`src/lcd_pkg.sv`:
```
// 16x2 HD44780-style text only; both pages fixed at build time, write-only bus, ASCII codes
`default_nettype none

package lcd_pkg;

  // bus and position types
  typedef logic [7:0] lcd_byte_t;  // command or character
  typedef logic [3:0] lcd_col_t;   // column 0..15
  typedef logic       lcd_row_t;   // line 1 or line 2
  typedef logic       lcd_page_t;  // which stored page

  localparam int LCD_COLS = 16;

  // init sequence, sent once after reset
  localparam lcd_byte_t CMD_FUNCTION_SET = 8'h38;  // 8-bit bus, 2 lines, 5x7 font
  localparam lcd_byte_t CMD_CLEAR        = 8'h01;
  localparam lcd_byte_t CMD_ENTRY_MODE   = 8'h06;  // cursor moves right, no shift
  localparam lcd_byte_t CMD_DISPLAY_ON   = 8'h0C;  // display on, cursor off

  // DDRAM address commands
  localparam lcd_byte_t CMD_LINE1_ADDR = 8'h80;
  localparam lcd_byte_t CMD_LINE2_ADDR = 8'hC0;  // 80h + 40h

  // page texts, leftmost character in bits 127:120
  // page 0 centred
  localparam logic [127:0] PAGE0_ROW0 = "  I like FPGA!  ";
  localparam logic [127:0] PAGE0_ROW1 = "  hello world!  ";

  // page 1 right-aligned, lines swapped
  localparam logic [127:0] PAGE1_ROW0 = "    hello world!";
  localparam logic [127:0] PAGE1_ROW1 = "    I like FPGA!";

  // write period is 2**TICK_BITS clocks
  // 16 bits gives about 1.3 ms per write at 50 MHz
  localparam int TICK_BITS_DEFAULT = 16;

  // whole frames shown before the page flips
  localparam int PAGE_FRAMES_DEFAULT = 8;

endpackage

`default_nettype wire

```
`src/lcd_write_timer.sv`:
```
// free-running pacing; TICK_BITS must be at least 2 and sized for the LCD's minimum enable width
`default_nettype none

module lcd_write_timer #(
  parameter int TICK_BITS = lcd_pkg::TICK_BITS_DEFAULT
) (
  input  logic sysclk,
  input  logic rst_n,
  output logic step,
  output logic lcd_en
);

  logic [TICK_BITS-1:0] tick_cnt;

  always_ff @(posedge sysclk or negedge rst_n) begin
    if (!rst_n) begin
      tick_cnt <= '0;
    end else begin
      tick_cnt <= tick_cnt + 1'b1;  // wraps every 2**TICK_BITS
    end
  end

  assign lcd_en = tick_cnt[TICK_BITS-1];  // high for the upper half period

  // last count before the MSB sets, so the sequencer loads on the rising edge
  assign step = (tick_cnt == {1'b0, {(TICK_BITS-1){1'b1}}});

  // strobe always sits in the low half and leads the enable rise by one clock
  a_step_leads_en : assert property (
    @(posedge sysclk) disable iff (!rst_n)
    step |-> !lcd_en ##1 lcd_en
  );

endmodule

`default_nettype wire

```
`config.mk`:
```
export PLATFORM = sky130hd
export DESIGN_NAME = lcd_write_timer
export DESIGN_NICKNAME = d
export VERILOG_FILES = /design/src/lcd_pkg.sv /design/src/lcd_write_timer.sv
export SDC_FILE = /design/constraint.sdc
export NUM_CORES = 1
export LEC_CHECK = 0
export BUFFER_PORTS_ARGS = -buffer_cell sky130_fd_sc_hd__buf_2
export CORE_AREA = 10 10 47 49
export DETAILED_ROUTE_END_ITERATION = 10
export DIE_AREA = 0 0 57 59
export GPL_TIMING_DRIVEN = 0
export PLACE_DENSITY = 0.74
export SYNTH_ARGS = -nofsm -noshare
export SYNTH_HDL_FRONTEND = slang
export SYNTH_SLANG_ARGS = --single-unit
```
`constraint.sdc`:
```
create_clock -name sysclk -period 1.4 [get_ports sysclk]
set_input_delay 0.14 -clock sysclk [delete_from_list [all_inputs] [get_ports sysclk]]
set_output_delay 0.14 -clock sysclk [all_outputs]
set_load 0.02 [all_outputs]
```
=== After elaboration in Yosys (flattened, before gate mapping) ===
Cells that the tools add are included.

* $add $sub $neg: 1
* Equality and inequality tests: 1

{| class="wikitable"
|+ Operators by type and width
! kind !! number
|-
| $add A16 B1 Y16 const B || 1
|-
| $eq A16 B15 Y1 const B || 1
|}

* Register bits: 16
* Bits of input ports: 2
* Output and inout bits: 2

=== Logic depth before layout (Yosys ltp) ===
* Depth after elaboration: 1
* Gate-level depth with buffers: 5

=== Worst setup path after synthesis ===
OpenSTA, ideal clock, no wires.

* Kind: flip-flop to output port
* Start: reg tick_cnt[0]
* End: out step
* Data arrival time: 1.320 ns
* Data required time: 1.260 ns
* Setup slack: -0.060 ns
* Cell stages (with the launch flop): 5
* Buffers on the path: 0
* Cells stage by stage: dfrtp_1 ha_1 and2_1 nand4_1 nor3_1

* Longest elaborated chain between the ends: 1

{| class="wikitable"
|+ RTL lines
! element !! line !! RTL
|-
| start, declared || lcd_write_timer.sv:13 || <nowiki>logic [TICK_BITS-1:0] tick_cnt;</nowiki>
|-
| start signal, assigned || lcd_write_timer.sv:19 || <nowiki>tick_cnt <= tick_cnt + 1'b1;</nowiki>
|-
| $eq A16 B15 Y1 || lcd_write_timer.sv:26 || <nowiki>assign step = (tick_cnt == {1'b0, {(TICK_BITS-1){1'b1}}});</nowiki>
|-
| end, declared || lcd_write_timer.sv:9 || <nowiki>output logic step,</nowiki>
|}

Every way passes these cells.

=== Worst setup path in the final report ===
* Start: reg tick_cnt[1]
* End: out step

Same word-level chain as after synthesis.

==> run metrics <==
relative max-transition margin=75.9%; I/O pins=4; IO buf count=3; clock tree from TritonCTS=built; HPWL Detailed=697 um; setup tns final=-0.300 ns; htree depth=1; final setup violation count=4; overall overflow remaining after global route=0; via count of the first global-routing pass=448; die extent in x=57 um; Reg2Reg Setup Slack=-0.07 ns; startpoint of the worst register-to-register path=tick_cnt[0]; outcome=finished with violations; Pwr per Cell Area=900 nW/um^2; final hold slack=0.290 ns; post-route cell area=857 sq um; maximum clock frequency=638 MHz; net count after synthesis=58; clock sink count=16; Final Routed Wirelength=1.22 mm; least setup slack across all paths after layout=-0.168 ns; Std-Cell Rows=14; routability congestion estimate from global placement=0.706; commonest non-fill, non-tap cell in the layout=sky130_fd_sc_hd__dfrtp_1; Yosys top cell area share=59.9%; antenna-violating nets left=0; gate count after technology mapping=55; drt drc=0; largest net degree at the start of global routing=17; endpoint arrival time on the critical path=1.43 ns; routed length per placed instance=13.9 um; antenna violations before repair=0; r2r worst-path depth=5; top flop regs=tick_cnt: 16 flops; wire length of the first global-routing pass=1.90 mm; Tightest Pin Transition=0.362 ns; Via density=4.98; worst reg2reg endpoint=tick_cnt[11]; Ys Warns=0; via count=438; Hold/Removal Path Class=in -> async; portion of the post-synthesis area used by sequential elements=59.9%; overall die area=3360 sq um; share of cells above drive strength 1=34.7%; post-synthesis to final-layout area growth=28.3%; number of flip-flops in the largest register=16; Pins Over Slew Limit=0; biggest area consumer among synthesized cells=sky130_fd_sc_hd__dfrtp_1; initial core utilization=47.7%; Iter 0 DRT Violations=7; kind of critical path=reg -> out; buffer cell driving the clock tree root=sky130_fd_sc_hd__clkbuf_4; worst slack after detailed placement=-0.0293 ns; Leakage Power=0.446 nW; synth top area cells=sky130_fd_sc_hd__dfrtp_1 (60%), sky130_fd_sc_hd__xnor2_1 (10%), sky130_fd_sc_hd__xor2_1 (7.9%), sky130_fd_sc_hd__and4_1 (3.9%), sky130_fd_sc_hd__and3_1 (2.8%); data required time of the worst path=1.26 ns; number of distinct standard cells referenced by the synthesized netlist=14; worst-case vdd ir drop=0.652 mV; DRT Pass-1 Iters=4; startpoint type of the worst setup path=register; register with the most flip-flops=tick_cnt; minimum clock period=1.57 ns; element type at the critical path end=output port; insertion delay of the later-clocked pin in the worst-skew pair=0.28 ns; total of max-cap violations=0; clock transition at the registers of the reported paths=0.10 ns; Overall Global Routing Usage=6.99%; final cycle utilization of the critical path=112%; total clock buffers created by CTS=3; commonest non-fill, non-tap cells in the layout=sky130_fd_sc_hd__dfrtp_1 (16), sky130_fd_sc_hd__buf_4 (10), sky130_fd_sc_hd__xnor2_1 (8); cell area after technology mapping=668 sq um; Yosys reg bits=16; unrepaired setup endpoints after global routing=yes; violated checks=setup timing; Nets=76; Core Area=1400 sq um; deepest clock path buffer count=2; syn_area_per_cell=12.1 sq um; DP Area=708 sq um; Clock Skew=0.00823 ns; number of diodes=0; Final Hold Fails=0; chip height=59 um; worst setup path startpoint=tick_cnt[1]; critical-path maximum fanout=3
[repair_timing]
action | CTS | global route
endpoints found under the setup margin | 2 | 6
hold buffers | 1 | 0
hold endpoints to repair | 16 | 0
resized for setup | 5 | 5
pin swaps | 3 | 2
buffers inserted | 7 | 2
[through the flow]
stage / power, W / instances / util (%)
5_1_grt: 0.000806 / 88 / 61.2
2_1_floorplan: 0.000471 / 55 / -
3_3_place_gp: 0.000481 / 74 / 50.5
6_report: 0.000771 / 88 / 61.2
3_5_place_dp: 0.000481 / 74 / 50.5
4_1_cts: 0.000783 / 86 / 58.8
[synth_stat cells]
library cell	n
sky130_fd_sc_hd__nand3_1	3
sky130_fd_sc_hd__ha_1	1
sky130_fd_sc_hd__nor3_1	2
sky130_fd_sc_hd__xnor2_1	8
sky130_fd_sc_hd__nor2_1	1
sky130_fd_sc_hd__inv_1	2
sky130_fd_sc_hd__and3_1	3
sky130_fd_sc_hd__and4_1	3
sky130_fd_sc_hd__and2_1	2
sky130_fd_sc_hd__dfrtp_1	16
sky130_fd_sc_hd__xor2_1	6
sky130_fd_sc_hd__nand2_1	5
sky130_fd_sc_hd__and3_2	1
sky130_fd_sc_hd__nand4_1	2
[cell families after synthesis]
group | Yosys count | synth area share (%)
buffers and inverters | 2 | 1.12
adder cells (fa/ha/maj) | 1 | 1.87
flip-flops | 16 | 59.9
AND/OR/NAND/NOR | 22 | 18.7
XOR/XNOR | 14 | 18.4
[where the power goes]
group / switching, W / total (W) / leakage (nW) / internal, W
clock: 0.000140 / 0.000298 / 0.0210 / 0.000158
combinational: 0.00000895 / 0.0000118 / 0.216 / 0.00000282
sequential: 0 / 0.000462 / 0.209 / 0.000462
[critical path: stages, from the launching register on]
cell and delay, ns:
sky130_fd_sc_hd__dfrtp_1 0.37, sky130_fd_sc_hd__ha_2 0.19, sky130_fd_sc_hd__and2_4 0.15, sky130_fd_sc_hd__nand4_1 0.14, sky130_fd_sc_hd__nor3_2 0.13, sky130_fd_sc_hd__buf_4 0.16
[area by class of cell]
type	count	area, sq um
Fill cell	109	544
Sequential cell	16	400
Multi-Input combinational cell	37	298
Timing Repair Buffer	13	95.1
Clock buffer	4	36.3
Tap cell	16	20.0
Inverter	2	7.51
[per-layer routing]
metal | GRT usage (%) | vias to the layer above | part of all wire, %
met3 | 3.65 | 2 | 4.6
li1 | - | 218 | -
met1 | 7.59 | 211 | 43
met4 | 2.01 | 0 | 0.98
met2 | 11.6 | 7 | 52
met5 | 0 | - | 0
[worst max path at each step]
stage / cells past startpoint / slack [ns] / endpoint
floorplan: 4 / 0.1 / step
global placement: 5 / -0.02 / tick_cnt[12]
detailed placement: 5 / -0.03 / tick_cnt[12]
CTS: 5 / -0.15 / step
global route: 5 / -0.27 / step
finish: 5 / -0.17 / step
(Power assumes the default switching activity.)
