<file path="src/lcd_pkg.sv">
// 16x2 HD44780-style text only; both pages fixed at build time, write-only bus, ASCII codes
`default_nettype none

package lcd_pkg;

  // bus and position types
  typedef logic [7:0] lcd_byte_t;  // command or character
  typedef logic [3:0] lcd_col_t;   // column 0..15
  typedef logic       lcd_row_t;   // line 1 or line 2
  typedef logic       lcd_page_t;  // which stored page

  localparam int LCD_COLS = 16;

  // init sequence, sent once after reset
  localparam lcd_byte_t CMD_FUNCTION_SET = 8'h38;  // 8-bit bus, 2 lines, 5x7 font
  localparam lcd_byte_t CMD_CLEAR        = 8'h01;
  localparam lcd_byte_t CMD_ENTRY_MODE   = 8'h06;  // cursor moves right, no shift
  localparam lcd_byte_t CMD_DISPLAY_ON   = 8'h0C;  // display on, cursor off

  // DDRAM address commands
  localparam lcd_byte_t CMD_LINE1_ADDR = 8'h80;
  localparam lcd_byte_t CMD_LINE2_ADDR = 8'hC0;  // 80h + 40h

  // page texts, leftmost character in bits 127:120
  // page 0 centred
  localparam logic [127:0] PAGE0_ROW0 = "  I like FPGA!  ";
  localparam logic [127:0] PAGE0_ROW1 = "  hello world!  ";

  // page 1 right-aligned, lines swapped
  localparam logic [127:0] PAGE1_ROW0 = "    hello world!";
  localparam logic [127:0] PAGE1_ROW1 = "    I like FPGA!";

  // write period is 2**TICK_BITS clocks
  // 16 bits gives about 1.3 ms per write at 50 MHz
  localparam int TICK_BITS_DEFAULT = 16;

  // whole frames shown before the page flips
  localparam int PAGE_FRAMES_DEFAULT = 8;

endpackage

`default_nettype wire

</file>
<file path="src/lcd_text_if.sv">
// combinational lookup only, no handshake; the store must answer in the same cycle
`default_nettype none

interface lcd_text_if;
  import lcd_pkg::*;

  lcd_page_t page;       // from the page scheduler
  lcd_row_t  row;        // from the sequencer
  lcd_col_t  col;
  lcd_byte_t char_code;  // back from the store

  modport scheduler (output page);

  modport sequencer (
    output row,
    output col,
    input  char_code
  );

  modport store (input page, input row, input col, output char_code);

endinterface

`default_nettype wire

</file>
<file path="src/lcd_page_scheduler.sv">
// PAGE_FRAMES must be at least 1; a page flip takes effect only between frames
`default_nettype none

module lcd_page_scheduler #(
  parameter int PAGE_FRAMES = lcd_pkg::PAGE_FRAMES_DEFAULT
) (
  input  logic                sysclk,
  input  logic                rst_n,
  input  logic                frame_done,
  lcd_text_if.scheduler       text
);

  logic [$clog2(PAGE_FRAMES+1)-1:0] frame_cnt;  // frames shown on the current page

  always_ff @(posedge sysclk or negedge rst_n) begin
    if (!rst_n) begin
      frame_cnt <= '0;
      text.page <= 1'b0;
    end else if (frame_done) begin
      if (frame_cnt == $bits(frame_cnt)'(PAGE_FRAMES - 1)) begin
        frame_cnt <= '0;
        text.page <= ~text.page;  // other page from the next line-1 char on
      end else begin
        frame_cnt <= frame_cnt + 1'b1;
      end
    end
  end

  // page must never flip mid-frame
  a_page_at_frame_end : assert property (
    @(posedge sysclk) disable iff (!rst_n)
    $changed(text.page) |-> $past(frame_done)
  );

endmodule

`default_nettype wire

</file>
<file path="src/flat_wrapper.sv">
// flat-port wrapper written by rule: the top's interface ports become plain ports
module lcd_page_scheduler_flat 
#(
  parameter int PAGE_FRAMES = lcd_pkg::PAGE_FRAMES_DEFAULT
)
  (sysclk, rst_n, frame_done, text_page);
  lcd_text_if text_i ();
  input  logic sysclk;
  input  logic rst_n;
  input  logic frame_done;
  output wire logic [$bits(text_i.page)-1:0] text_page;
  assign text_page = text_i.page;
  lcd_page_scheduler #(.PAGE_FRAMES(PAGE_FRAMES)) u_core (.sysclk(sysclk), .rst_n(rst_n), .frame_done(frame_done), .text(text_i));
endmodule
</file>
<file path="config.mk">
export PLATFORM = sky130hd
export DESIGN_NAME = lcd_page_scheduler_flat
export DESIGN_NICKNAME = d
export VERILOG_FILES = /design/src/lcd_pkg.sv /design/src/lcd_text_if.sv /design/src/lcd_page_scheduler.sv /design/src/flat_wrapper.sv
export SDC_FILE = /design/constraint.sdc
export NUM_CORES = 1
export LEC_CHECK = 0
export BUFFER_PORTS_ARGS = -buffer_cell sky130_fd_sc_hd__buf_2
export CORE_AREA = 2 2 39 41
export DETAILED_ROUTE_END_ITERATION = 16
export DIE_AREA = 0 0 41 43
export GPL_TIMING_DRIVEN = 1
export PLACE_DENSITY_LB_ADDON = 0.2
export SLEW_MARGIN = 20
export SYNTH_ARGS = -nofsm -noshare
export SYNTH_HDL_FRONTEND = slang
export SYNTH_SLANG_ARGS = --single-unit
</file>
<file path="constraint.sdc">
create_clock -name sysclk -period 1.47 [get_ports sysclk]
set_input_delay 0.2205 -clock sysclk [delete_from_list [all_inputs] [get_ports sysclk]]
set_output_delay 0.2205 -clock sysclk [all_outputs]
set_load 0.02 [all_outputs]
</file>
Word-level counts from Yosys, hierarchy flattened --
Index checks and enable logic that the tools add are counted. W data, S select, Z words.
Word-level totals: bits in registers 5, latch bits 0, RAM bits 0, ROM bits 0, bits of input ports 3, output and inout bits 1, logic and storage cells 7, memories kept 0
Cells by class: $add $sub $neg 1, multipliers 0, div/mod/pow operators 0, order comparisons 0, eq/ne operators 1, shifts and indexed selects 0, muxes and demuxes 1, bitwise logic cells 1, reduce and logical (&&, ||, !) cells 1
Operator list (count):
- $add A4 B1 Y4 const B | 1
- $eq A4 B3 Y1 const B | 1
- $mux W4 | 1
- $reduce_and A2 Y1 | 1
- $not A1 Y1 | 1

Longest topological paths before layout --
word-level depth 2, mapped depth 3, mapped depth without buffers 3

Least setup slack after synthesis --
OpenSTA, ideal clock, no wires.
kind register to register, start register u_core.frame_cnt[0], end register u_core.frame_cnt[1], setup time 125 ps, arrival time 904 ps, required time 1345 ps, path slack 441 ps, cell stages (with the launch flop) 3, path buffers 0, clock period less this slack 1029 ps, path through dfrtp_1 ha_1 mux2_2
Between the ends: longest elaborated chain between the ends 2, elaborated cells on any way between the ends 3, classes of those cells 1 x add/sub; 1 x eq/ne; 1 x mux
RTL lines:
- from (decl) | line lcd_page_scheduler.sv:13 | logic [$clog2(PAGE_FRAMES+1)-1:0] frame_cnt;
- from (signal assigned) | line lcd_page_scheduler.sv:24 | frame_cnt <= frame_cnt + 1'b1;
- $add A4 B1 Y4 / $eq A4 B3 Y1 (equally long branches) | line lcd_page_scheduler.sv:24, lcd_page_scheduler.sv:20
- $mux W4 (*) | line lcd_page_scheduler.sv:20 | if (frame_cnt == $bits(frame_cnt)'(PAGE_FRAMES - 1)) begin
Mark *: on every way between the ends. The rest lies on a longest branch, timed or not. A chain may end at the register's enable or synchronous reset.

Final worst setup path --
Ends and elaborated chain as after synthesis.

==> results by group <==
Synthesis
  – Top cells by area, synth: dfrtp_1 (55%), xnor2_1 (7.7%), ha_1 (5.5%)
  – Top-count cell post-synth: dfrtp_1
  – Ys Warns: 0
  – Top_reg_cell synth: dfrtp_1
  – Asr flop ratio synth: 100%
  – Post-synth EDFFs: 0
  – Post-synthesis cell area: 226 sq um
  – Synth area leader: dfrtp_1
  – Flops & latches, synth: 5
  – Post-synthesis sequential area ratio: between 50% and 60%
  – Synth cell count leaders: dfrtp_1 (5), nand2b_1 (2), xnor2_1 (2)
  – Post-synth top area share: 55.2%
  – Mapped Cells: 18
  – Yosys cell types: 12
  – Syn Area/Cell: 12.6 sq um
  – Syn nets: 22

Critical path
  – Reg2Reg Setup Slack: between 0.4 and 0.5 ns
  – Crit Path Class: flop to flop
  – Slowest CP cell: dfrtp_1
  – Crit-path leading delay family: flip-flops
  – R2r endpoint: u_core.frame_cnt[1]
  – Critical Path End: u_core.frame_cnt[1]
  – Crit. Startpoint: u_core.frame_cnt[0]
  – Startpoint Class: flop
  – Worst Setup End Kind: flop
  – CP Cell Sequence: ha_1 -> mux2_2
  – Buf+Inv Stages, Crit Path: 0
  – Reg-to-Reg Start: u_core.frame_cnt[0]
  – WP data required: 1.60 ns
  – Crit-path max cell delay: 0.40 ns
  – Worst path depth: 2
  – Reg2reg path depth: 2
  – CP max FO: 4
  – Critical Path AT: roughly 1.2 ns

Global routing
  – Largest net degree at the start of global routing: 7
  – Gr usage total: 7.37%
  – M2 GR Usage: 8.13%
  – Initial antenna violation count: 0
  – Gr ovfl total: 0
  – Met3 usage: 9.42%
  – Number of global-route vias before repair: 174
  – GR Layer Usage met1: 7.54%
  – First-pass GRT wire length: 765 um
  – Layer with the highest usage: met3

Floorplanning
  – Die width: roughly 40 um
  – Cell Rows: 14
  – I/O pins: 4
  – Die Ht: 43 um
  – Die area: 0.00176 sq mm
  – Initial Util: between 10% and 20%
  – Core area: 0.00138 sq mm

STA
  – Crit share post-route: 72.8%
  – Max-slew violation count: 0
  – Max Clk Rate: 935 MHz
  – Final setup violation count: 0
  – Worst slew margin: 90.6%
  – Setup TNS Final: 0 ns
  – Worst Max-Slew Pin Slew: 0.139 ns
  – Crit path time final: 1.07 ns
  – RSZ-0062 raised after global routing: no
  – Final hold viol count: 0
  – Clock skew: 0.00739 ns

Clocking
  – Worst-path clk slew: about 0.05 ns
  – Num CTS Buffers: 3
  – Setup Buffers After CTS: 0
  – Clock sinks: 5
  – CTS tree: yes
  – Clock Latency Late Sink: 0.25 ns
  – Post-CTS sizing: 0
  – H-tree depth: 1
  – CTS max path bufs: 2
  – Root buf cell: clkbuf_4

Run
  – MaxCap Viol Count: 0

Pwr
  – Max VDD drop: 0.399 mV
  – Pwr/cell area: between 1500 and 2000 mW/mm^2
  – Leak: 0.130 nW
  – Total power: 0.591 mW

Layout
  – Area Growth Syn to Fin: 31.5%
  – Layout Cell Area excl Fill: 298 sq um
  – Final std cells w/o fill: 42
  – Antenna cells: 0
  – Final #Nets: 31
  – Fraction of layout cells with a size suffix above 1: 26.9%

Status
  – Status: completed

Drt
  – WL/cell: 9.74 um
  – Via count: 159
  – # DRC: 0
  – Post-route ant nets: 0
  – TritonRoute pass-1 iters: 2
  – Final Routed Wirelength: 409 um
  – Post-DR vias/cell: 3.79
  – Initial drt markers: 1

Hold path
  – Type of the tightest min-delay check: input port to flop

Placement
  – Hpwl dp: 298 um
  – IO Port Bufs: 3
  – Area of placed instances: 262 sq um
  – Routability Congestion: about 0.67
  – Placed cell count: 37
## repair_timing
item | in CTS | in global routing
endpoints found under the hold margin | 5 | 0
hold buffers | 1 | 0
endpoints found under the setup margin | 0 | 0
## where the power goes
part | total [mW] | internal [mW] | switching, mW | leakage (nW)
clock | 0.166 | 0.103 | 0.0631 | 0.0150
combinational | 0.164 | 0.0925 | 0.0712 | 0.0554
sequential | 0.261 | 0.206 | 0.0554 | 0.0596
## worst min path at each step
stage                     startpoint             endpoint  slack [ns]  cells past startpoint
after detailed placement       rst_n     u_core.text.page        0.04                      1
after CTS                 frame_done  u_core.frame_cnt[2]        0.28                      3
after global placement         rst_n     u_core.text.page        0.05                      1
final                     frame_done  u_core.frame_cnt[0]        0.29                      3
after global routing      frame_done  u_core.frame_cnt[0]        0.29                      3
after floorplan                rst_n  u_core.frame_cnt[0]       -0.08                      0
## cells in the final DEF, fill, tap and decap left out, drive strengths merged
cell | synthesis | routed
xnor2 | 2 | 2
nand4 | 1 | 1
dlygate4sd3 | 0 | 1
o21ai | 1 | 1
clkbuf | 0 | 4
nor2 | 1 | 1
nand2b | 2 | 2
dfrtp | 5 | 5
and3b | 1 | 1
nand4b | 1 | 1
mux2 | 2 | 2
buf | 0 | 3
nand2 | 1 | 1
ha | 1 | 1
## flip-flops by register name, indices dropped and copies added, names as in the netlist
signal,cells
u_core.text.page,1
u_core.frame_cnt,4
## worst min-delay path, cell delays in order
cell	delay, ns
buf_2	0.13
nand2b_1	0.07
o21ai_0	0.07
## cells by family (layout without fill, tap and decap cells)
group | Yosys count | after routing | synth area share, %
and+or+nand+nor | 7 | 7 | 19.3
DFF | 5 | 5 | 55.2
xor gates and xnor gates | 2 | 2 | 7.74
muxes | 2 | 2 | 9.94
adders and majority gates | 1 | 1 | 5.52
AOI/OAI and AO/OA | 1 | 1 | 2.21
buffers and inverters | 0 | 8 | 0
## metal layers
layer	routed length, um	part of all wire, %	vias up
met4	0	0	0
met2	207	51	6
met1	157	38	74
li1	-	-	79
met3	44	11	0
met5	0	0	-
## through the flow
step | worst slack [ns] | hold WS (ns) | utilization (%)
after floorplan | 0.441 | -0.0751 | -
after global placement | 0.418 | 0.0460 | 18.9
after detailed placement | 0.409 | 0.0449 | 18.9
after CTS | 0.389 | 0.284 | 21.5
after global routing | 0.356 | 0.295 | 21.5
final | 0.400 | 0.285 | 21.5
## final cells by class
class                   count  area (sq um)
clock buffers               4          26.3
well taps                  16          20.0
flip-flops and latches      5           125
repair buffers              4          25.0
multi-input cells          13           101
fillers                   157          1090
No activity file was read; power rests on OpenSTA's default activity.
