### src/lcd_pkg.sv
// 16x2 HD44780-style text only; both pages fixed at build time, write-only bus, ASCII codes
`default_nettype none

package lcd_pkg;

  // bus and position types
  typedef logic [7:0] lcd_byte_t;  // command or character
  typedef logic [3:0] lcd_col_t;   // column 0..15
  typedef logic       lcd_row_t;   // line 1 or line 2
  typedef logic       lcd_page_t;  // which stored page

  localparam int LCD_COLS = 16;

  // init sequence, sent once after reset
  localparam lcd_byte_t CMD_FUNCTION_SET = 8'h38;  // 8-bit bus, 2 lines, 5x7 font
  localparam lcd_byte_t CMD_CLEAR        = 8'h01;
  localparam lcd_byte_t CMD_ENTRY_MODE   = 8'h06;  // cursor moves right, no shift
  localparam lcd_byte_t CMD_DISPLAY_ON   = 8'h0C;  // display on, cursor off

  // DDRAM address commands
  localparam lcd_byte_t CMD_LINE1_ADDR = 8'h80;
  localparam lcd_byte_t CMD_LINE2_ADDR = 8'hC0;  // 80h + 40h

  // page texts, leftmost character in bits 127:120
  // page 0 centred
  localparam logic [127:0] PAGE0_ROW0 = "  I like FPGA!  ";
  localparam logic [127:0] PAGE0_ROW1 = "  hello world!  ";

  // page 1 right-aligned, lines swapped
  localparam logic [127:0] PAGE1_ROW0 = "    hello world!";
  localparam logic [127:0] PAGE1_ROW1 = "    I like FPGA!";

  // write period is 2**TICK_BITS clocks
  // 16 bits gives about 1.3 ms per write at 50 MHz
  localparam int TICK_BITS_DEFAULT = 16;

  // whole frames shown before the page flips
  localparam int PAGE_FRAMES_DEFAULT = 8;

endpackage

`default_nettype wire

### src/lcd_text_if.sv
// combinational lookup only, no handshake; the store must answer in the same cycle
`default_nettype none

interface lcd_text_if;
  import lcd_pkg::*;

  lcd_page_t page;       // from the page scheduler
  lcd_row_t  row;        // from the sequencer
  lcd_col_t  col;
  lcd_byte_t char_code;  // back from the store

  modport scheduler (output page);

  modport sequencer (
    output row,
    output col,
    input  char_code
  );

  modport store (input page, input row, input col, output char_code);

endinterface

`default_nettype wire

### src/lcd_sequencer.sv
// write-only, no busy-flag polling; assumes each step period covers the slowest LCD command
`default_nettype none

module lcd_sequencer (
  input  logic               sysclk,
  input  logic               rst_n,
  input  logic               step,
  lcd_text_if.sequencer      text,
  output logic               frame_done,
  output logic               lcd_rs,
  output lcd_pkg::lcd_byte_t lcd_data
);
  import lcd_pkg::*;

  typedef enum logic [1:0] {
    ST_IDLE,  // after reset, nothing written yet
    ST_INIT,  // one of the four init commands
    ST_ADDR,  // line address command
    ST_CHAR   // character at row/col
  } state_t;

  // registers describe the write currently on the bus
  state_t    state, state_nxt;
  logic [1:0] init_idx, init_idx_nxt;
  lcd_row_t  row, row_nxt;
  lcd_col_t  col, col_nxt;
  logic      rs_nxt;
  lcd_byte_t data_nxt;

  always_comb begin
    state_nxt    = state;
    init_idx_nxt = init_idx;
    row_nxt      = row;
    col_nxt      = col;
    case (state)
      ST_IDLE: begin
        state_nxt    = ST_INIT;
        init_idx_nxt = 2'd0;
      end
      ST_INIT: begin
        if (init_idx == 2'd3) begin
          state_nxt = ST_ADDR;
          row_nxt   = 1'b0;  // first frame starts on line 1
        end else begin
          init_idx_nxt = init_idx + 2'd1;
        end
      end
      ST_ADDR: begin
        state_nxt = ST_CHAR;
        col_nxt   = '0;
      end
      default: begin  // ST_CHAR
        if (col == lcd_col_t'(LCD_COLS - 1)) begin
          state_nxt = ST_ADDR;
          row_nxt   = ~row;  // line 2 after line 1 and back again
        end else begin
          col_nxt = col + 1'b1;
        end
      end
    endcase
  end

  // look up the character for the write being prepared
  assign text.row = row_nxt;
  assign text.col = col_nxt;

  // bus value for the next write
  always_comb begin
    rs_nxt   = 1'b0;
    data_nxt = '0;
    case (state_nxt)
      ST_INIT: begin
        case (init_idx_nxt)
          2'd0:    data_nxt = CMD_FUNCTION_SET;
          2'd1:    data_nxt = CMD_CLEAR;
          2'd2:    data_nxt = CMD_ENTRY_MODE;
          default: data_nxt = CMD_DISPLAY_ON;
        endcase
      end
      ST_ADDR: data_nxt = row_nxt ? CMD_LINE2_ADDR : CMD_LINE1_ADDR;
      ST_CHAR: begin
        rs_nxt   = 1'b1;  // data register
        data_nxt = text.char_code;
      end
      default: data_nxt = '0;
    endcase
  end

  always_ff @(posedge sysclk or negedge rst_n) begin
    if (!rst_n) begin
      state    <= ST_IDLE;
      init_idx <= '0;
      row      <= 1'b0;
      col      <= '0;
      lcd_rs   <= 1'b0;
      lcd_data <= '0;
    end else if (step) begin
      state    <= state_nxt;
      init_idx <= init_idx_nxt;
      row      <= row_nxt;
      col      <= col_nxt;
      lcd_rs   <= rs_nxt;
      lcd_data <= data_nxt;
    end
  end

  // last line-2 char going over to the line-1 address
  assign frame_done = step && (state == ST_CHAR) && row
                      && (col == lcd_col_t'(LCD_COLS - 1));

  // bus only moves right after a timer strobe
  a_bus_on_step : assert property (
    @(posedge sysclk) disable iff (!rst_n)
    !$stable({lcd_rs, lcd_data}) |-> $past(step)
  );

endmodule

`default_nettype wire

### src/flat_wrapper.sv
// flat-port wrapper written by rule: the top's interface ports become plain ports
module lcd_sequencer_flat import lcd_pkg::*;
  (sysclk, rst_n, step, frame_done, lcd_rs, lcd_data, text_row, text_col, text_char_code);
  lcd_text_if text_i ();
  input  logic sysclk;
  input  logic rst_n;
  input  logic step;
  output logic frame_done;
  output logic lcd_rs;
  output lcd_pkg::lcd_byte_t lcd_data;
  output wire logic [$bits(text_i.row)-1:0] text_row;
  output wire logic [$bits(text_i.col)-1:0] text_col;
  input wire logic [$bits(text_i.char_code)-1:0] text_char_code;
  assign text_row = text_i.row;
  assign text_col = text_i.col;
  assign text_i.char_code = text_char_code;
  lcd_sequencer u_core (.sysclk(sysclk), .rst_n(rst_n), .step(step), .text(text_i), .frame_done(frame_done), .lcd_rs(lcd_rs), .lcd_data(lcd_data));
endmodule
### config.mk
export PLATFORM = sky130hd
export DESIGN_NAME = lcd_sequencer_flat
export DESIGN_NICKNAME = d
export VERILOG_FILES = /design/src/lcd_pkg.sv /design/src/lcd_text_if.sv /design/src/lcd_sequencer.sv /design/src/flat_wrapper.sv
export SDC_FILE = /design/constraint.sdc
export NUM_CORES = 1
export LEC_CHECK = 0
export CAP_MARGIN = 20
export CORE_MARGIN = 10
export CORE_UTILIZATION = 55
export DETAILED_ROUTE_END_ITERATION = 8
export DONT_BUFFER_PORTS = 1
export PLACE_DENSITY_LB_ADDON = 0.25
export SLEW_MARGIN = 20
export SYNTH_ARGS = -nofsm -noshare
export SYNTH_HDL_FRONTEND = slang
export SYNTH_SLANG_ARGS = --single-unit
### constraint.sdc
create_clock -name sysclk -period 1.56 [get_ports sysclk]
set_input_delay 0.234 -clock sysclk [delete_from_list [all_inputs] [get_ports sysclk]]
set_output_delay 0.234 -clock sysclk [all_outputs]
set_load 0.1 [all_outputs]
After elaboration in Yosys (flattened, before gate mapping):

Index checks and enable logic that the tools add are counted.

* $add $sub $neg: 2
* order comparisons: 0
* mux-type cells: 14
* reductions and logical operators: 7
* $mul: 0
* divide/modulo/power cells: 0
* equal/unequal tests: 10
* shift operators: 0
* bitwise logic cells: 1

Operators with widths (count)
* one-hot mux 8 bit (3 select lines): 1
* one-hot mux 6 bit (3 select lines): 1
* == test 2 bit (second input constant): 6
* one-hot mux 4 bit (2 select lines): 1
* two-way mux 7 bit: 1
* == test 2 x 1 -> 1 bit (second input constant): 3
* two-way mux 2 bit: 3
* one-hot mux 2 bit (3 select lines): 1
* adder 4 x 1 -> 4 bit (second input constant): 1
* == test 4 bit (second input constant): 1
* zero test 2 bit: 2
* two-way mux 4 bit: 1
* one-hot mux 2 bit (2 select lines): 1
* OR reduction 2 bit: 2
* logical AND 1 bit: 3
* two-way mux 1 bit: 3
* adder 2 x 1 -> 2 bit (second input constant): 1
* one-hot mux 1 bit (2 select lines): 1
* NOT 1 bit: 1

* RAM bits: 0
* latch bits: 0
* memories kept: 0
* ROM bits: 0
* logic and storage cells: 40
* flip-flop bits (word level): 18
* input bits: 11

Depth between registers and ports, before layout:

* depth in word-level cells: 6
* gate-level depth with buffers: 7
* mapped depth without buffers: 6

Worst setup path after synthesis:

No wires, ideal clock.

* path type: register to output
* start point: register u_core.col[0]
* end point: output port text_col[0]
* slack: -3153 ps
* path buffers: 1
* stages on the path, launching flop included: 5
* arrival: 4479 ps
* cells stage by stage: dfrtp_1 > ha_1 > and3_1 > buf_6 > o311ai_0

* word-level cells in the longest chain between the ends: 3

RTL lines
* start: declaration: line lcd_sequencer.sv:26 `lcd_col_t col, col_nxt;`
* start signal: assignment: line lcd_sequencer.sv:101 `col <= col_nxt;`
* adder 4 x 1 -> 4 bit or == test 4 bit (tied branches): line lcd_sequencer.sv:57, lcd_sequencer.sv:53
* two-way mux 4 bit: line lcd_sequencer.sv:53 `if (col == lcd_col_t'(LCD_COLS - 1)) begin`
* one-hot mux 4 bit (2 select lines) (*): line lcd_sequencer.sv:35 `case (state)`
* end: declaration: line flat_wrapper.sv:12 `output wire logic [$bits(text_i.col)-1:0] text_col;`

Mark *: on every way between the ends. The rest lies on a longest branch, timed or not.

Worst setup path in the final report:

* start point: register u_core.col[1]
* end point: output port text_col[0]

* word-level cells in the longest chain between the ends: 3

RTL lines (line)
* == test 4 bit: lcd_sequencer.sv:53
* two-way mux 4 bit: lcd_sequencer.sv:53
* one-hot mux 4 bit (2 select lines): lcd_sequencer.sv:35

No other way between the ends.

==> impl_metrics.toml <==
[yosys]
ys_ff_latch = 18
syn_nets = 125
synthFlopType = "dfrtp_1"
synth.avg_cell_area_um2 = 9.51
synth_seq_area_share = 0.431
ys_types = 36
synth_edf_count = 0
syn_area_um2 = 1050
yosys_warnings = 0
postSynth.asyncResetShare = 1.00
synth_cells = 110

[critical_path]
cp_slowest_stage_delay_ps = 440
reg2reg_from = "u_core.col[0]"
crit_fanout = 6
rr_endpoint = "u_core.lcd_data[5]"
worstPathRequired_ps = 1330
critical_path_class = "reg -> out"
startpoint = "u_core.col[1]"
slowest_stage = "dfrtp_1"
startpoint_type = "flip-flop"
endpoint = "text_col[0]"
crit_path_cell_trace = "ha_4 -> and3_4 -> nand3_2 -> o311ai_4 -> buf_12"
r2r_slack_ps = -170
endpoint_kind = "output pin"
cp.arrival_ps = 1670
worstRegToRegCells = 5

[global_route]
grt_usage = 0.156
overflow = 0
antenna_found_initial = 0
grt_pass1_vias = 1112
grt_pass1_wl_mm = 5.18
grt_max_degree = 19

[floorplan]
fp-row-count = 15
chipWidth_um = 63.6
ios = 26
initial_core_util = 0.593
die_h_um = 63.6
dieArea_um2 = 4050
core-area_um2 = 1760

[sta]
rsz0062_at_grt = "true"
hold_viol_final = 0
drv_slew = 0
period_share = 1.22
finalWorstSetupSlack_ps = -343
tightest_slew_ps = 916
skew_ps = 12.2
setup-violations-final = 14
fmax_mhz = 526
maxSlewHeadroom = 0.389
period_minus_slack_ps = 1900

[clock_network]
clk_latency_ps = 300
root_buffer = "clkbuf_4"
clk_pin_slew_ps = 120
cts_buffer_depth = 2
cts_made_buffers = 3
cts_sinks = 18
cts_tree = "yes"
h-tree-depth = 1

[finish]
design_area_um2 = 1600
final_nets = 158
n_antenna_cell = 0
final_layout_size_suffix_gt1_frac = 0.479
fin_cells = 167
area_growth_pct = 53.1

[drt]
first_pass_iters = 5
wl_met1_mm = 1.51
vias = 1148
route.top_layer_used = "met4"
vias_per_cell = 6.87
antenna_left = 0
drt-total-wl_mm = 4.18
dr_wl_met2_mm = 1.99
first_iter_violations = 143
wire_per_inst_um = 25.1
drc = 0
met3_wirelength_um = 395

[hold_path]
hp-class = "in -> reg"

[pwr]
max-vdd-ir-drop_v = 0.00303
leakagePower_nw = 0.694
cellPowerDensity_nw_per_um2 = 2260

[placed_design]
dpl.hpwl_mm = 2.14
dp.cells = 153
globalplace.congestion = 0.827
portBuffers = 0
place_area_um2 = 1390

[flow_run]
timing.max_cap.violations = 0

[status]
status = "complete, but fails checks"
violations = "negative setup slack"
-- cells in the final DEF (no fill, tap or decap), types with 2 or more instances in the layout --
cell type / instances
a21oi_4: 2
a21oi_1: 8
buf_12: 6
clkbuf_4: 3
ha_4: 2
nand2_1: 9
o311ai_4: 2
nand3_2: 3
o21ai_0: 2
nand3_1: 6
buf_6: 2
or4_1: 2
buf_4: 27
nor2b_1: 5
o21ai_2: 2
dfrtp_1: 13
a221o_1: 6
ha_1: 2
dfrtp_2: 5
inv_1: 5
-- state kept, by name, summed over array words and instances, names as in the netlist --
register         count
u_core.lcd_data      8
u_core.col           4
u_core.init_idx      2
u_core.state         2
u_core.lcd_rs        1
u_core.row           1
-- worst min-delay path by stage --
stage	slack, ps	end	from	cells after the start
5_1_grt	70	u_core.lcd_data[4]	text_char_code[4]	1
3_5_place_dp	-60	u_core.lcd_data[2]	rst_n	0
6_report	80	u_core.lcd_data[4]	text_char_code[4]	1
3_3_place_gp	-60	u_core.lcd_data[5]	rst_n	0
4_1_cts	70	u_core.lcd_data[4]	text_char_code[4]	1
2_1_floorplan	-60	u_core.col[0]	rst_n	0
-- cells in the mapped netlist, types with 2 or more instances --
cell      instances  area share
o21ai_0           5       0.024
nand2_1          10       0.036
and3_1            2       0.012
o221ai_1          2       0.017
inv_1             5       0.018
clkbuf_1          3       0.011
a221o_1           6       0.057
or4_1             2       0.014
o22ai_1           2       0.012
dfrtp_1          18        0.43
nor3_1            2      0.0096
nand3_1          10       0.048
buf_6             3       0.032
nor2b_1           5       0.030
o311ai_0          2       0.017
a21oi_1          10       0.048
ha_1              4       0.048
-- timing repair --
| action | in CTS | in global routing |
|---|---|---|
| gates resized for setup | 12 | 9 |
| hold buffers | 1 | 0 |
| pin swaps | 3 | 8 |
| endpoints found under the setup margin | 7 | 15 |
| buffers inserted | 5 | 4 |
| hold endpoints to repair | 18 | 0 |
-- per-stage QoR --
stage / TNS [ps] / util / setup slack (ps) / total power, mW / hold slack [ps]
floorplan: -1470 / - / -444 / 2.34 / -61.6
global placement: 0 / 0.789 / 34.9 / 2.99 / -60.9
detailed placement: -100 / 0.789 / -43.3 / 3.04 / -61.0
CTS: -1680 / 0.859 / -292 / 3.44 / 72.9
global route: -3200 / 0.908 / -386 / 3.72 / 68.4
finish: -2830 / 0.908 / -343 / 3.62 / 80.4
-- layout make-up --
cell class | instances | area [µm²]
clock buffer | 4 | 36.3
fill | 73 | 163
inverter | 6 | 22.5
multi-input combinational | 78 | 699
sequential | 18 | 457
tap | 25 | 31.3
timing repair buffer | 36 | 355
-- where the power goes --
group          internal (mW)  switching [mW]
clock network          0.142           0.159
registers              0.572           0.155
logic                  0.928            1.67
total                   1.64            1.98
-- cells by family (layout without fill, tap and decap cells) --
| group | count (synthesis) | after routing | share of synthesized area |
|---|---|---|---|
| compound gates | 36 | 36 | 0.243 |
| simple gates | 36 | 36 | 0.177 |
| flops | 18 | 18 | 0.431 |
| buf+inv | 14 | 46 | 0.0825 |
| fa+ha+maj | 4 | 4 | 0.0478 |
| xor+xnor | 1 | 1 | 0.00837 |
| mux | 1 | 1 | 0.0108 |
-- critical path: cells and delay by family, from the launching register on --
kind | cells | cell delay, ps
AND/OR/NAND/NOR | 2 | 390
adder cells (fa/ha/maj) | 1 | 200
flip-flops | 1 | 440
buffers and inverters | 1 | 220
AO/OA/AOI/OAI | 1 | 120
-- routing by layer --
layer	track usage	vias up
li1	-	479
met1	0.172	534
met2	0.266	101
met3	0.0495	34
met4	0.0656	0
met5	0	-
No activity file was read; power rests on OpenSTA's default activity.
